**src/include/mem_cfg.svh**
```systemverilog
`ifndef MEM_CFG_SVH
`define MEM_CFG_SVH

// sram geometry
// one 16-bit word per sram address
`define MEM_AW 18
`define MEM_DW 16

// low block number bits used
// placed above the 16-bit bus address
`define MEM_NB_USED 2

// clock cycles the sram strobe stays low
// read data taken in the last one
`define MEM_WAIT 2

`endif

```
**src/mem_pkg.sv**
```systemverilog
`default_nettype none

package mem_pkg;

	// bus operation taken from the active strobe
	typedef enum logic {
		OP_READ  = 1'b0,
		OP_WRITE = 1'b1
	} bus_op_t;

	// sram cycle sequencer
	typedef enum logic [2:0] {
		S_IDLE     = 3'd0,
		S_SETUP    = 3'd1,
		S_ACCESS   = 3'd2,
		S_DONE     = 3'd3,
		S_WAIT_ACK = 3'd4
	} seq_state_t;

	// bus reply driver
	typedef enum logic [1:0] {
		R_IDLE    = 2'd0,
		R_OK      = 2'd1,
		R_RELEASE = 2'd2
	} reply_state_t;

endpackage

`default_nettype wire

```
**src/mem_req_if.sv**
```systemverilog
`default_nettype none
`timescale 1ns/1ps

`include "mem_cfg.svh"

interface mem_req_if ();

	import mem_pkg::*;

	// four-phase request, fields stable while req is high
	logic               req;
	bus_op_t            op;
	logic [`MEM_AW-1:0] addr;
	logic [`MEM_DW-1:0] wdata;
	// raised once the sequencer has latched the fields
	logic               ack;

	modport src (output req, op, addr, wdata, input ack);
	modport dst (input req, op, addr, wdata, output ack);

endinterface

`default_nettype wire

```
**src/mem_rsp_if.sv**
```systemverilog
`default_nettype none
`timescale 1ns/1ps

`include "mem_cfg.svh"

interface mem_rsp_if ();

	import mem_pkg::*;

	// finished access, same four-phase rule as the request side
	logic               req;
	bus_op_t            op;
	logic [`MEM_DW-1:0] rdata;
	logic               ack;

	modport src (output req, op, rdata, input ack);
	modport dst (input req, op, rdata, output ack);

endinterface

`default_nettype wire

```
**src/bus_receiver.sv**
```systemverilog
`default_nettype none
`timescale 1ns/1ps

`include "mem_cfg.svh"

module bus_receiver (
	input  wire         clk,
	input  wire         rst_n,
	// active-low bus lines from the master
	input  wire         r_,
	input  wire         w_,
	input  wire  [3:0]  nb_,
	input  wire  [15:0] ad_,
	input  wire  [15:0] ddt_,
	mem_req_if.src      req_o,
	output logic        bus_idle
);

	import mem_pkg::*;

	logic [1:0] rd_sync;
	logic [1:0] wr_sync;
	logic       rd_act;
	logic       wr_act;
	logic       pending;
	logic       start;

// ----------------------------------------------------------------------
// strobe synchronizers
// ----------------------------------------------------------------------

	// two flops per strobe, stored active high
	always_ff @(posedge clk or negedge rst_n) begin
		if (!rst_n) begin
			rd_sync <= 2'b00;
			wr_sync <= 2'b00;
		end else begin
			rd_sync <= {rd_sync[0], ~r_};
			wr_sync <= {wr_sync[0], ~w_};
		end
	end

	assign rd_act = rd_sync[1];
	assign wr_act = wr_sync[1];

	// master has let go of both strobes
	assign bus_idle = !rd_act && !wr_act;

// ----------------------------------------------------------------------
// request handshake
// ----------------------------------------------------------------------

	// new strobe, nothing taken for it yet, previous handshake closed
	assign start = (rd_act || wr_act) && !pending && !req_o.req && !req_o.ack;

	always_ff @(posedge clk or negedge rst_n) begin
		if (!rst_n) begin
			req_o.req <= 1'b0;
			pending   <= 1'b0;
		end else begin
			if (req_o.req && req_o.ack) begin
				req_o.req <= 1'b0;
			end else if (start) begin
				req_o.req <= 1'b1;
				pending   <= 1'b1;
			end
			// re-arm only once the strobe is gone
			if (pending && bus_idle) begin
				pending <= 1'b0;
			end
		end
	end

	// address and data already stable behind the synchronized strobe
	always_ff @(posedge clk) begin
		if (start) begin
			req_o.op    <= rd_act ? OP_READ : OP_WRITE;
			req_o.addr  <= {~nb_[`MEM_NB_USED-1:0], ~ad_};
			req_o.wdata <= ~ddt_;
		end
	end

endmodule

`default_nettype wire

```
**src/sram_sequencer.sv**
```systemverilog
`default_nettype none
`timescale 1ns/1ps

`include "mem_cfg.svh"

module sram_sequencer (
	input  wire                clk,
	input  wire                rst_n,
	mem_req_if.dst             req_i,
	mem_rsp_if.src             rsp_o,
	// async sram, active-low strobes
	output logic [`MEM_AW-1:0] sram_a,
	output logic               sram_ce,
	output logic               sram_oe,
	output logic               sram_we,
	output logic               sram_ub,
	output logic               sram_lb,
	output logic [`MEM_DW-1:0] sram_dq_out,
	output logic               sram_dq_oe,
	input  wire  [`MEM_DW-1:0] sram_dq_in
);

	import mem_pkg::*;

	localparam int WCW = $clog2(`MEM_WAIT + 1);

	seq_state_t         state;
	bus_op_t            op_q;
	logic [WCW-1:0]     wait_cnt;
	logic [`MEM_DW-1:0] rdata_q;
	logic               take;
	logic               last_wait;

	// whole words only
	assign sram_ub = 1'b0;
	assign sram_lb = 1'b0;

	assign take      = (state == S_IDLE) && req_i.req && !req_i.ack;
	assign last_wait = (state == S_ACCESS) && (wait_cnt == '0);

	assign rsp_o.op    = op_q;
	assign rsp_o.rdata = rdata_q;

// ----------------------------------------------------------------------
// cycle state machine
// ----------------------------------------------------------------------

	always_ff @(posedge clk or negedge rst_n) begin
		if (!rst_n) begin
			state      <= S_IDLE;
			req_i.ack  <= 1'b0;
			rsp_o.req  <= 1'b0;
			sram_ce    <= 1'b1;
			sram_oe    <= 1'b1;
			sram_we    <= 1'b1;
			sram_dq_oe <= 1'b0;
			wait_cnt   <= '0;
		end else begin
			// close the request handshake once req falls
			if (req_i.ack && !req_i.req) begin
				req_i.ack <= 1'b0;
			end
			case (state)
				S_IDLE: begin
					// address and write data go out here, one cycle ahead of ce
					if (take) begin
						req_i.ack  <= 1'b1;
						sram_dq_oe <= (req_i.op == OP_WRITE);
						state      <= S_SETUP;
					end
				end
				S_SETUP: begin
					sram_ce <= 1'b0;
					if (op_q == OP_READ) begin
						sram_oe <= 1'b0;
					end else begin
						sram_we <= 1'b0;
					end
					wait_cnt <= WCW'(`MEM_WAIT - 1);
					state    <= S_ACCESS;
				end
				S_ACCESS: begin
					// strobes low for MEM_WAIT cycles
					if (last_wait) begin
						sram_ce <= 1'b1;
						sram_oe <= 1'b1;
						sram_we <= 1'b1;
						state   <= S_DONE;
					end else begin
						wait_cnt <= wait_cnt - 1'b1;
					end
				end
				S_DONE: begin
					// address and data held one more cycle, then bus released
					sram_dq_oe <= 1'b0;
					rsp_o.req  <= 1'b1;
					state      <= S_WAIT_ACK;
				end
				S_WAIT_ACK: begin
					// reply side stalls here while the master holds its strobe
					if (rsp_o.req && rsp_o.ack) begin
						rsp_o.req <= 1'b0;
					end else if (!rsp_o.req && !rsp_o.ack) begin
						state <= S_IDLE;
					end
				end
				default: begin
					state <= S_IDLE;
				end
			endcase
		end
	end

// ----------------------------------------------------------------------
// address, data and read capture
// ----------------------------------------------------------------------

	always_ff @(posedge clk) begin
		if (take) begin
			op_q        <= req_i.op;
			sram_a      <= req_i.addr;
			sram_dq_out <= req_i.wdata;
		end
		// sample at the end of the last wait cycle
		if (last_wait && (op_q == OP_READ)) begin
			rdata_q <= sram_dq_in;
		end
	end

endmodule

`default_nettype wire

```
**src/bus_reply.sv**
```systemverilog
`default_nettype none
`timescale 1ns/1ps

module bus_reply (
	input  wire         clk,
	input  wire         rst_n,
	mem_rsp_if.dst      rsp_i,
	// both synchronized strobes released
	input  wire         bus_idle,
	// active-low reply to the master
	output logic        ok_,
	output logic [15:0] rdt_
);

	import mem_pkg::*;

	reply_state_t state;

	always_ff @(posedge clk or negedge rst_n) begin
		if (!rst_n) begin
			state     <= R_IDLE;
			ok_       <= 1'b1;
			rdt_      <= '1;
			rsp_i.ack <= 1'b0;
		end else begin
			case (state)
				R_IDLE: begin
					// finished access, answer the master
					if (rsp_i.req && !rsp_i.ack) begin
						ok_ <= 1'b0;
						// read data inverted onto the bus
						// writes leave rdt_ idle
						if (rsp_i.op == OP_READ) begin
							rdt_ <= ~rsp_i.rdata;
						end else begin
							rdt_ <= '1;
						end
						state <= R_OK;
					end
				end
				R_OK: begin
					// hold ok_ for as long as the strobe is down
					if (bus_idle) begin
						state <= R_RELEASE;
					end
				end
				R_RELEASE: begin
					// ok_ back up together with the internal ack
					if (!rsp_i.ack) begin
						ok_       <= 1'b1;
						rdt_      <= '1;
						rsp_i.ack <= 1'b1;
					end else if (!rsp_i.req) begin
						rsp_i.ack <= 1'b0;
						state     <= R_IDLE;
					end
				end
				default: begin
					state <= R_IDLE;
				end
			endcase
		end
	end

endmodule

`default_nettype wire

```
**src/mera_mem.sv**
```systemverilog
`default_nettype none
`timescale 1ns/1ps

`include "mem_cfg.svh"

module mera_mem (
	input  wire                clk,
	input  wire                rst_n,
	// system bus, active low
	input  wire                r_,
	input  wire                w_,
	input  wire  [3:0]         nb_,
	input  wire  [15:0]        ad_,
	input  wire  [15:0]        ddt_,
	output wire                ok_,
	output wire  [15:0]        rdt_,
	// sram, data pad split outside
	output wire  [`MEM_AW-1:0] sram_a,
	output wire                sram_ce,
	output wire                sram_oe,
	output wire                sram_we,
	output wire                sram_ub,
	output wire                sram_lb,
	output wire  [`MEM_DW-1:0] sram_dq_out,
	output wire                sram_dq_oe,
	input  wire  [`MEM_DW-1:0] sram_dq_in
);

	mem_req_if req_bus ();
	mem_rsp_if rsp_bus ();

	wire bus_idle;

// ----------------------------------------------------------------------
// input side
// ----------------------------------------------------------------------

	bus_receiver u_rx (
		.clk      (clk),
		.rst_n    (rst_n),
		.r_       (r_),
		.w_       (w_),
		.nb_      (nb_),
		.ad_      (ad_),
		.ddt_     (ddt_),
		.req_o    (req_bus),
		.bus_idle (bus_idle)
	);

	// sram cycle
	sram_sequencer u_seq (
		.clk         (clk),
		.rst_n       (rst_n),
		.req_i       (req_bus),
		.rsp_o       (rsp_bus),
		.sram_a      (sram_a),
		.sram_ce     (sram_ce),
		.sram_oe     (sram_oe),
		.sram_we     (sram_we),
		.sram_ub     (sram_ub),
		.sram_lb     (sram_lb),
		.sram_dq_out (sram_dq_out),
		.sram_dq_oe  (sram_dq_oe),
		.sram_dq_in  (sram_dq_in)
	);

	// output side
	bus_reply u_reply (
		.clk      (clk),
		.rst_n    (rst_n),
		.rsp_i    (rsp_bus),
		.bus_idle (bus_idle),
		.ok_      (ok_),
		.rdt_     (rdt_)
	);

endmodule

`default_nettype wire

```
**config.mk**
```make
export PLATFORM = sky130hd
export DESIGN_NAME = mera_mem
export DESIGN_NICKNAME = d
export VERILOG_FILES = /design/src/mem_pkg.sv /design/src/mem_req_if.sv /design/src/mem_rsp_if.sv /design/src/bus_receiver.sv /design/src/sram_sequencer.sv /design/src/bus_reply.sv /design/src/mera_mem.sv
export VERILOG_INCLUDE_DIRS = /design/src /design/src/include
export SDC_FILE = /design/constraint.sdc
export NUM_CORES = 1
export LEC_CHECK = 0
export BUFFER_PORTS_ARGS = -buffer_cell sky130_fd_sc_hd__buf_2
export CAP_MARGIN = 20
export CELL_PAD_IN_SITES_DETAIL_PLACEMENT = 1
export CELL_PAD_IN_SITES_GLOBAL_PLACEMENT = 2
export CORE_MARGIN = 8
export CORE_UTILIZATION = 41
export CTS_BUF_LIST = sky130_fd_sc_hd__clkbuf_4 sky130_fd_sc_hd__clkbuf_8
export CTS_CLUSTER_SIZE = 30
export DETAILED_ROUTE_END_ITERATION = 12
export GPL_ROUTABILITY_DRIVEN = 0
export GPL_TIMING_DRIVEN = 0
export PLACE_DENSITY_LB_ADDON = 0.1
export SLEW_MARGIN = 20
export SYNTH_ARGS = -nofsm -noshare
export SYNTH_HDL_FRONTEND = slang
export SYNTH_SLANG_ARGS = --single-unit
```
**constraint.sdc**
```tcl
create_clock -name clk -period 8.7 [get_ports clk]
set_clock_uncertainty 0.05 [all_clocks]
set_input_delay 0.435 -clock clk [delete_from_list [all_inputs] [get_ports clk]]
set_output_delay 0.435 -clock clk [all_outputs]
set_load 0.01 [all_outputs]
```
==> metrics.txt, run 1 <==
drt total wl=8430 µm; Cells after Synth=248; Worst-Skew Late Latency=0.41 ns; drc violations=0; dominant synthesized flop cell=edfxtp_1; Worst R2R Start=u_seq.state[0]$_DFFE_PN0P_; worst-path maximum fanout=12; clock slew at reported path FFs=0.07 ns; initial antenna violation count=1; vias per cell=4.51; Arr. time, crit path=2.30 ns; Clock Tree Root=clkbuf_8; final core occ=a little over half; Yosys reg bits=123; Worst Hold Class=input port to asynchronous set/reset pin; R2R setup slack=6.47 ns; synthesized cell area=0.00426 mm²; Hold Slack=0.0783 ns; FILL cells=just over 1k; sequential fraction of the synthesis area=82.9%; setup bufs post-CTS=0; RSZ-0062 raised after global routing=no; crit path capture type=register; width of the die=118 µm; RR Endpoint=u_seq.sram_a[17]$_DFFE_PP_; Final min period=2.23 ns; n_diodes=0; status=finished, final reports clean; Num CTS Buffers=17; Startpoint Class=register; TNS Setup=0 ns; worst setup margin=6.47 ns; max-slew violations=0; Final Hold Fails=0; Post-synth EDFFs=86; top cells by count, synth=86 x edfxtp_1, 43 x inv_1, 20 x dfstp_2; port bufs=108; family with the most delay on the worst path=simple AND/OR/NAND/NOR gates; Largest stage delay, worst path=0.75 ns; Leakage Power=2.32 nW; Syn. warnings=0; CTS tree=yes; # resized after CTS=0; number of max-cap violations=0; R2R cell count=5; count leader, synth=edfxtp_1; library cells used by synthesis=35; PD cells=between 300 and 400 mW/mm²; io pins=113; async set-reset flop share out of synthesis=30.1%; top-area cell type share of the netlist area=60.6%; Max-Slew Margin vs Limit=a little over two fifths; dominant cell type by count on the critical path=buf_6; Total GRT Usage=12.7%; # rows=37; Achievable Freq=448 MHz; vias in the first global route=2773; DR iter-0 viols=~110; area delta synth->final=28.4%; CP max stage cell=nor4b_4; Avg Synthesized Cell Area=between 15 and 20 µm²; critical setup path kind=register to register; largest cells by area after synthesis=edfxtp_1 61%, dfstp_2 12%, dfrtp_1 10%, inv_1 3.8%, a2bb2oi_1 3.3%; die area=about 0.014 mm²; # setup viols final=0; Critical Path RT=between 8 and 9 ns; core box area=slightly above 0.01 mm²; Vias=2408; first-pass GRT wire length=around 14000 µm; pre-CTS setup slack=6.45 ns; crit path cell chain=buf_6 -> or2_1 -> buf_6 -> nor4b_4 -> buf_6; Routed Antenna Nets=0; number of nets in the layout=around 440; WP buf/inv=3; worst-case clock buffer depth=2; Die Ht=118 µm; worst slew pin tran=0.847 ns; Routed wire per std cell=approximately 16 µm; post-synth top area cell=edfxtp_1; HPWL Detailed=6240 µm; Hold Buf Count CTS=0; CTS H-tree lvls=4; CTS sink cnt=123; initial core utilization=41.7%; pin count of the biggest net entering global routing=38; GRT overflow=0; final critical-path share of the clock period=25.7%; share of post-route cells with drive strength above 1=between 40% and 50%; Pre-antenna DRT Iters=4; worst-case vdd ir drop=about 130 µV
sequential cells by signal (all words and copies together) (netlist names), 2 cells and up:
signal / flops
u_reply.rdt_: 16
u_reply.state: 2
u_rx.rd_sync: 2
u_rx.req_o.addr: 18
u_rx.req_o.wdata: 16
u_rx.wr_sync: 2
u_seq.rsp_o.rdata: 16
u_seq.sram_a: 18
u_seq.sram_dq_out: 16
u_seq.state: 3
u_seq.wait_cnt: 2
where the power goes:
part	leakage, nW	internal (mW)	switching (mW)
clock	0.190	0.283	0.225
sequential	1.21	0.833	0.0661
combinational	0.921	0.196	0.254
total	2.32	1.31	0.545
cell usage in the layout (no fill, tap or decap), drive strengths merged, types with 2 or more instances in the layout:
cell	netlist	routed
a21oi	2	2
a2bb2oi	16	16
clkinvlp	0	4
nor2	12	12
conb	1	2
o31ai	4	4
inv	43	46
clkinv	0	4
edfxtp	86	86
clkbuf	0	17
buf	9	127
a22oi	2	2
dfrtp	17	17
bufinv	0	3
nand2	6	6
o21ai	9	9
dfstp	20	20
a22o	2	2
kinds of logic after synthesis:
group	Yosys count	synth area share (%)
flops	123	82.9
xor+xnor	1	0.206
fa+ha+maj	1	0.294
simple gates	27	3.49
buf+inv	52	5.31
other cells	1	0.0880
mux	1	0.235
compound gates	42	7.46
cell type report:
type | count | area, µm² | area share, %
flip-flops and latches | 123 | 3530 | 64.6
inverters | 43 | 161 | 2.95
plain buffers | 9 | 65.1 | 1.19
repair buffers | 118 | 621 | 11.3
clock buffers | 17 | 234 | 4.28
clock inverters | 14 | 171 | 3.13
well taps | 136 | 170 | 3.11
multi-input cells | 74 | 517 | 9.44
metrics by stage:
stage,area [µm²],power (mW),std cells
2_1_floorplan,4270,1.18,249
3_3_place_gp,4980,1.34,493
3_5_place_dp,5070,1.38,503
4_1_cts,5470,1.89,534
5_1_grt,5470,1.97,534
6_report,5470,1.86,534
metal layers:
metal,vias up,GRT usage (%),part of all wire (%)
li1,1148,-,-
met1,1168,13.3,40
met2,82,20.5,48
met3,8,7.48,10
met4,2,5.28,0.91
met5,-,0,0.15
how the worst max path moves through the flow:
stage	startpoint	endpoint	slack [ns]	cells past startpoint
floorplan	u_seq.req_i.ack$_DFF_PN0_	u_rx.req_o.addr[0]$_DFFE_PP_	4.24	1
global placement	u_seq.req_i.ack$_DFF_PN0_	u_rx.req_o.wdata[3]$_DFFE_PP_	2.33	1
detailed placement	u_seq.state[0]$_DFFE_PN0P_	u_seq.sram_dq_out[6]$_DFFE_PP_	6.45	5
CTS	u_seq.state[0]$_DFFE_PN0P_	u_seq.sram_a[17]$_DFFE_PP_	6.42	5
global route	u_seq.state[0]$_DFFE_PN0P_	u_seq.sram_a[17]$_DFFE_PP_	6.33	5
finish	u_seq.state[0]$_DFFE_PN0P_	u_seq.sram_a[17]$_DFFE_PP_	6.47	5
Power figures use the tool's default switching activity.
==> run 2: changes to the inputs <==
--- a/config.mk
+++ b/config.mk
@@ -11,7 +11,7 @@
 export CELL_PAD_IN_SITES_DETAIL_PLACEMENT = 1
 export CELL_PAD_IN_SITES_GLOBAL_PLACEMENT = 2
 export CORE_MARGIN = 8
-export CORE_UTILIZATION = 41
+export CORE_UTILIZATION = 34
 export CTS_BUF_LIST = sky130_fd_sc_hd__clkbuf_4 sky130_fd_sc_hd__clkbuf_8
 export CTS_CLUSTER_SIZE = 30
 export DETAILED_ROUTE_END_ITERATION = 12
==> constraint.sdc (replaced) <==
create_clock -name clk -period 2 [get_ports clk]
set_clock_uncertainty 0.05 [all_clocks]
set_input_delay 0.1 -clock clk [delete_from_list [all_inputs] [get_ports clk]]
set_output_delay 0.1 -clock clk [all_outputs]
set_load 0.01 [all_outputs]
==> run 2 against run 1 <==
  * Clock-buffer cell count up 6
  * First-iteration DRC count down 11%
  * Combinational power increased to 4.6 times the previous value
  * Cell count is 17% higher
  * Flip-flop and latch count did not move
  * Register-to-register slack worse by 6.4 ns
  * Largest cell class unchanged
==> metrics.txt, run 2 (synthesized netlist as in run 1, its figures left out) <==
status=finished, final reports clean; # setup viols final=0 (unchanged); number of nets in the layout=498 (+12%); final core occ=49.2% (-4.3 points); vias in the first global route=2922 (+5.4%); Hold Slack=0.287 ns (+0.209 ns); CP max stage cell=dfrtp_1; clock slew at reported path FFs=0.07 ns (about the same); Worst Hold Class=input port to asynchronous set/reset pin; Routed Antenna Nets=0 (unchanged); Leakage Power=2.58 nW (+11%); Clock Tree Root=clkbuf_8; port bufs=108 (unchanged); max-slew violations=0 (unchanged); RSZ-0062 raised after global routing=no; die area=0.0164 mm² (+18%); final critical-path share of the clock period=94.5% (+69 points); n_diodes=0 (unchanged); initial antenna violation count=0 (-1); core box area=0.0124 mm² (+21%); Vias=2658 (+10%); worst-case clock buffer depth=2 (unchanged); drt total wl=9360 µm (+11%); width of the die=128 µm (+8.5%); Final Hold Fails=0 (unchanged); Largest stage delay, worst path=0.37 ns (-0.38 ns); pin count of the biggest net entering global routing=38 (unchanged); DR iter-0 viols=99 (-11%); drc violations=0 (unchanged); vias per cell=4.25 (-5.8%); worst-case vdd ir drop=586 µV (+350%); dominant cell type by count on the critical path=buf_6; Achievable Freq=529 MHz (+18%); share of post-route cells with drive strength above 1=40.5% (-5.2 points); worst slew pin tran=0.877 ns (+0.0300 ns); critical setup path kind=register to register; io pins=113 (unchanged); Max-Slew Margin vs Limit=41.5% (-1.8 points); Arr. time, crit path=1.98 ns (-0.32 ns); commonest non-fill, non-tap cells in the layout=112 x buf_2, 86 x edfxtp_1, 53 x dlygate4sd3_1, 43 x inv_1; Critical Path RT=2.09 ns (-6.67 ns); CTS tree=yes; Post-Layout Inst Area=0.00610 mm² (+12%); Worst-Skew Late Latency=0.43 ns (+0.02 ns); PD cells=1350 mW/mm² (+300%); Pre-antenna DRT Iters=4 (unchanged); Num CTS Buffers=17 (unchanged); Final min period=1.89 ns (-0.345 ns); crit path capture type=register; crit path cell chain=buf_6 -> or2_1 -> buf_6 -> nor4b_4 -> buf_4 -> buf_6; Total GRT Usage=12.1% (-0.59 points); Final Non-Filler Cells=626 (+17%); first-pass GRT wire length=14700 µm (+7.1%); initial core utilization=34.3% (-7.3 points); Regs by FF count=u_rx.req_o.addr: 18 flops, u_seq.sram_a: 18 flops; Cell Area, Placed=0.00511 mm² (+0.89%); # rows=41 (+11%); number of max-cap violations=0 (unchanged); Startpoint Class=register; commonest non-fill, non-tap cell in the layout=buf_2; Die Ht=128 µm (+8.5%); HPWL Detailed=6190 µm (-0.91%); GRT overflow=0 (unchanged); Routed wire per std cell=14.9 µm (-5.3%); TNS Setup=0 ns (unchanged); area delta synth->final=43.2%; worst-path maximum fanout=10 (-2); dpl cells=536 (+6.6%); CTS H-tree lvls=4 (unchanged); CTS sink cnt=123 (unchanged)
run 2: cell count changes in the layout (fill, tap and decap cells not counted), moves of 4 or more:
cell | before | now
buf_2 | 116 | 112
buf_4 | 5 | 10
clkinvlp_4 | 4 | 0
dlygate4sd3_1 | 0 | 53
run 2: metrics by stage:
stage | setup slack (ns) | power (mW)
after global placement | -1.24 | 5.85
after detailed placement | -0.273 | 6.00
after floorplan | -0.575 | 5.13
final | 0.111 | 8.27
after global routing | 0.0506 | 8.77
after CTS | 0.0306 | 8.43
run 2: final timing paths:
kind	start	endpoint	slack (ns)	depth (start not counted)
setup / recovery	u_seq.state[0]$_DFFE_PN0P_	u_seq.sram_a[13]$_DFFE_PP_	0.11	6
hold / removal	rst_n	u_rx.wr_sync[0]$_DFF_PN0_	0.29	2
setup reg to reg	u_seq.state[0]$_DFFE_PN0P_	u_seq.sram_a[13]$_DFFE_PP_	0.11	6
hold reg to reg	u_rx.rd_sync[0]$_DFF_PN0_	u_rx.rd_sync[1]$_DFF_PN0_	0.30	0
max in group asynchronous	rst_n	u_reply.state[1]$_DFFE_PN0P_	1.06	2
min in group clk	u_rx.rd_sync[0]$_DFF_PN0_	u_rx.rd_sync[1]$_DFF_PN0_	0.30	0
run 2: metal layers:
metal	share of wire [%]	vias to the layer above	GRT usage [%]
met2	49	87	19.3
met3	11	14	7.82
li1	-	1262	-
met1	39	1295	12.5
met4	1.4	0	5.03
met5	0	-	0
run 2: what timing repair did:
item	4_1_cts	5_1_grt
hold endpoints to repair	69	0
gates resized for setup	1	0
setup endpoints to repair	40	21
hold buffers	53	0
pin swaps	1	1
setup buffers	1	5
run 2: report_power, final:
| group | internal (mW) | total, mW | switching (mW) | leakage, nW |
|---|---|---|---|---|
| clock network | 1.36 | 2.27 | 0.910 | 0.217 |
| registers | 3.63 | 3.92 | 0.292 | 1.21 |
| logic | 0.940 | 2.09 | 1.15 | 1.16 |
run 2: area by class of cell:
class,instances,area [µm²]
well taps,172,215
multi-input cells,74,532
clock buffers,23,298
repair buffers,173,1180
inverters,43,161
flip-flops and latches,123,3530
clock inverters,9,120
fillers,1274,6310
plain buffers,9,65.1
run 2: critical path, delay by kind of cell (launching register included):
| family | cells | cell delay (ns) |
|---|---|---|
| DFF | 1 | 0.37 |
| and+or+nand+nor | 2 | 0.52 |
| buffers and inverters | 4 | 0.65 |
==> run 3: changes to the inputs <==
--- a/config.mk
+++ b/config.mk
@@ -10,7 +10,6 @@
 export CAP_MARGIN = 20
 export CELL_PAD_IN_SITES_DETAIL_PLACEMENT = 1
 export CELL_PAD_IN_SITES_GLOBAL_PLACEMENT = 2
-export CORE_MARGIN = 8
 export CORE_UTILIZATION = 34
 export CTS_BUF_LIST = sky130_fd_sc_hd__clkbuf_4 sky130_fd_sc_hd__clkbuf_8
 export CTS_CLUSTER_SIZE = 30
==> run 3 against run 2 <==
  * Clock power is 3% higher
  * First-iteration DRC count is 2.0% higher
  * Sequential power hardly changed
  * Global-route usage is 2.4 points higher
  * Flip-flop and latch count stayed put
  * Via count is 1.7% lower
  * Critical path type unchanged
==> metrics.txt, run 3 (synthesized netlist as in run 1, its figures left out) <==
final core occ=50.5% (+1.3 points); Vias=2613 (-1.7%); Worst R2R Start=u_seq.state[0]$_DFFE_PN0P_; RSZ-0062 raised after global routing=no; TNS Setup=0 ns (unchanged); critical setup path kind=register to register; io pins=113 (unchanged); first-pass GRT wire length=13600 µm (-7.1%); drt total wl=8680 µm (-7.2%); Startpoint Class=register; clock slew at reported path FFs=0.07 ns (about the same); initial antenna violation count=0 (unchanged); die area=0.0130 mm² (-21%); R2R setup slack=0.1 ns (about the same); vias in the first global route=2796 (-4.3%); number of max-cap violations=0 (unchanged); Routed Antenna Nets=0 (unchanged); Power, Total=8.35 mW (+1.0%); CTS sink cnt=123 (unchanged); Num CTS Buffers=17 (unchanged); R2R cell count=6 (unchanged); port bufs=108 (unchanged); Total GRT Usage=14.5% (+2.4 points); Routed wire per std cell=14.0 µm (-6.6%); pre-CTS setup slack=-0.464 ns (-0.191 ns); Final Hold Fails=0 (unchanged); Die Ht=114 µm (-11%); vias per cell=4.20 (-1.1%); worst-case vdd ir drop=658 µV (+12%); Pre-antenna DRT Iters=4 (unchanged); Post-Layout Inst Area=0.00611 mm² (+0.14%); Arr. time, crit path=1.98 ns (about the same); CTS tree=yes; Clock Tree Root=clkbuf_8; Regs by FF count=u_rx.req_o.addr: 18 flops, u_seq.sram_a: 18 flops; pin count of the biggest net entering global routing=38 (unchanged); Achievable Freq=526 MHz (-0.70%); Max-Slew Margin vs Limit=42.2% (+0.64 points); commonest non-fill, non-tap cell in the layout=buf_2; n_diodes=0 (unchanged); worst-case clock buffer depth=2 (unchanged); dpl cells=532 (-0.75%); RR Endpoint=u_seq.sram_a[6]$_DFFE_PP_; Worst Hold Class=input port to asynchronous set/reset pin; worst-path maximum fanout=10 (unchanged); share of post-route cells with drive strength above 1=40.7% (+0.22 points); Leakage Power=2.57 nW (-0.41%); worst setup margin=0.0977 ns (-0.0133 ns); crit path capture type=register; Critical Path RT=2.07 ns (-0.02 ns); CTS H-tree lvls=4 (unchanged); Cell Area, Placed=0.00511 mm² (about the same); DR iter-0 viols=101 (+2.0%); Worst-Skew Late Latency=0.42 ns (about the same); final critical-path share of the clock period=95.1% (+0.67 points); PD cells=1370 mW/mm² (+0.85%); core box area=0.0121 mm² (-2.4%); HPWL Detailed=5530 µm (-11%); number of nets in the layout=498 (unchanged); max-slew violations=0 (unchanged); # rows=40 (-2.4%); # setup viols final=0 (unchanged); worst slew pin tran=0.868 ns (-0.00966 ns); drc violations=0 (unchanged); Hold Slack=0.273 ns (-0.0144 ns); Final Non-Filler Cells=622 (-0.64%); commonest non-fill, non-tap cells in the layout=112 x buf_2, 86 x edfxtp_1, 53 x dlygate4sd3_1, 43 x inv_1, 20 x dfstp_2; area delta synth->final=43.5%; initial core utilization=35.2% (+0.86 points); status=finished, final reports clean; Final min period=1.90 ns (+0.0133 ns); width of the die=114 µm (-11%); GRT overflow=0 (unchanged)
[run 3: final cells by class]
class,instances,area (µm²)
fill,1248,6000
sequential,123,3530
timing repair buffer,173,1180
multi-input combinational,74,532
clock buffer,20,256
tap,168,210
clock inverter,12,171
inverter,43,161
buffer,9,65.1
[run 3: repair_timing]
action                                  CTS  global route
hold buffers                             53             0
resized for setup                         2             0
endpoints found under the setup margin   38            13
pin swaps                                 1             2
setup buffers                             2             4
cloned                                    0             0
hold endpoints to repair                 69             0
[run 3: worst max-delay path by stage]
stage	to	cells past startpoint	startpoint	slack (ns)
finish	u_seq.sram_a[6]$_DFFE_PP_	6	u_seq.state[0]$_DFFE_PN0P_	0.1
global route	u_seq.sram_a[6]$_DFFE_PP_	6	u_seq.state[0]$_DFFE_PN0P_	0.008
CTS	u_seq.rsp_o.rdata[7]$_DFFE_PP_	5	u_seq.state[0]$_DFFE_PN0P_	0.05
detailed placement	u_seq.sram_a[10]$_DFFE_PP_	7	u_seq.state[0]$_DFFE_PN0P_	-0.46
global placement	u_seq.rsp_o.rdata[5]$_DFFE_PP_	4	u_seq.state[0]$_DFFE_PN0P_	-1.24
floorplan	u_seq.rsp_o.op$_DFFE_PP_	4	u_seq.state[0]$_DFFE_PN0P_	-0.57
[run 3: per-layer routing]
metal / global-route usage (%) / wire length (µm)
met5: 0 / 0
met4: 5.45 / 78
met3: 8.08 / 705
met2: 22.9 / 4260
met1: 16.5 / 3640
[run 3: where the power goes]
part           total, mW  internal [mW]  switching [mW]  leakage [nW]
Clock               2.34           1.39           0.948         0.205
Combinational       2.09          0.959            1.13          1.16
Sequential          3.92           3.62           0.297          1.21
[run 3: worst max-delay path, cell delays in order (launching register included)]
cell	delay, ns
dfrtp_1	0.38
buf_6	0.14
or2_1	0.22
buf_6	0.14
nor4b_4	0.33
buf_8	0.15
buf_4	0.18
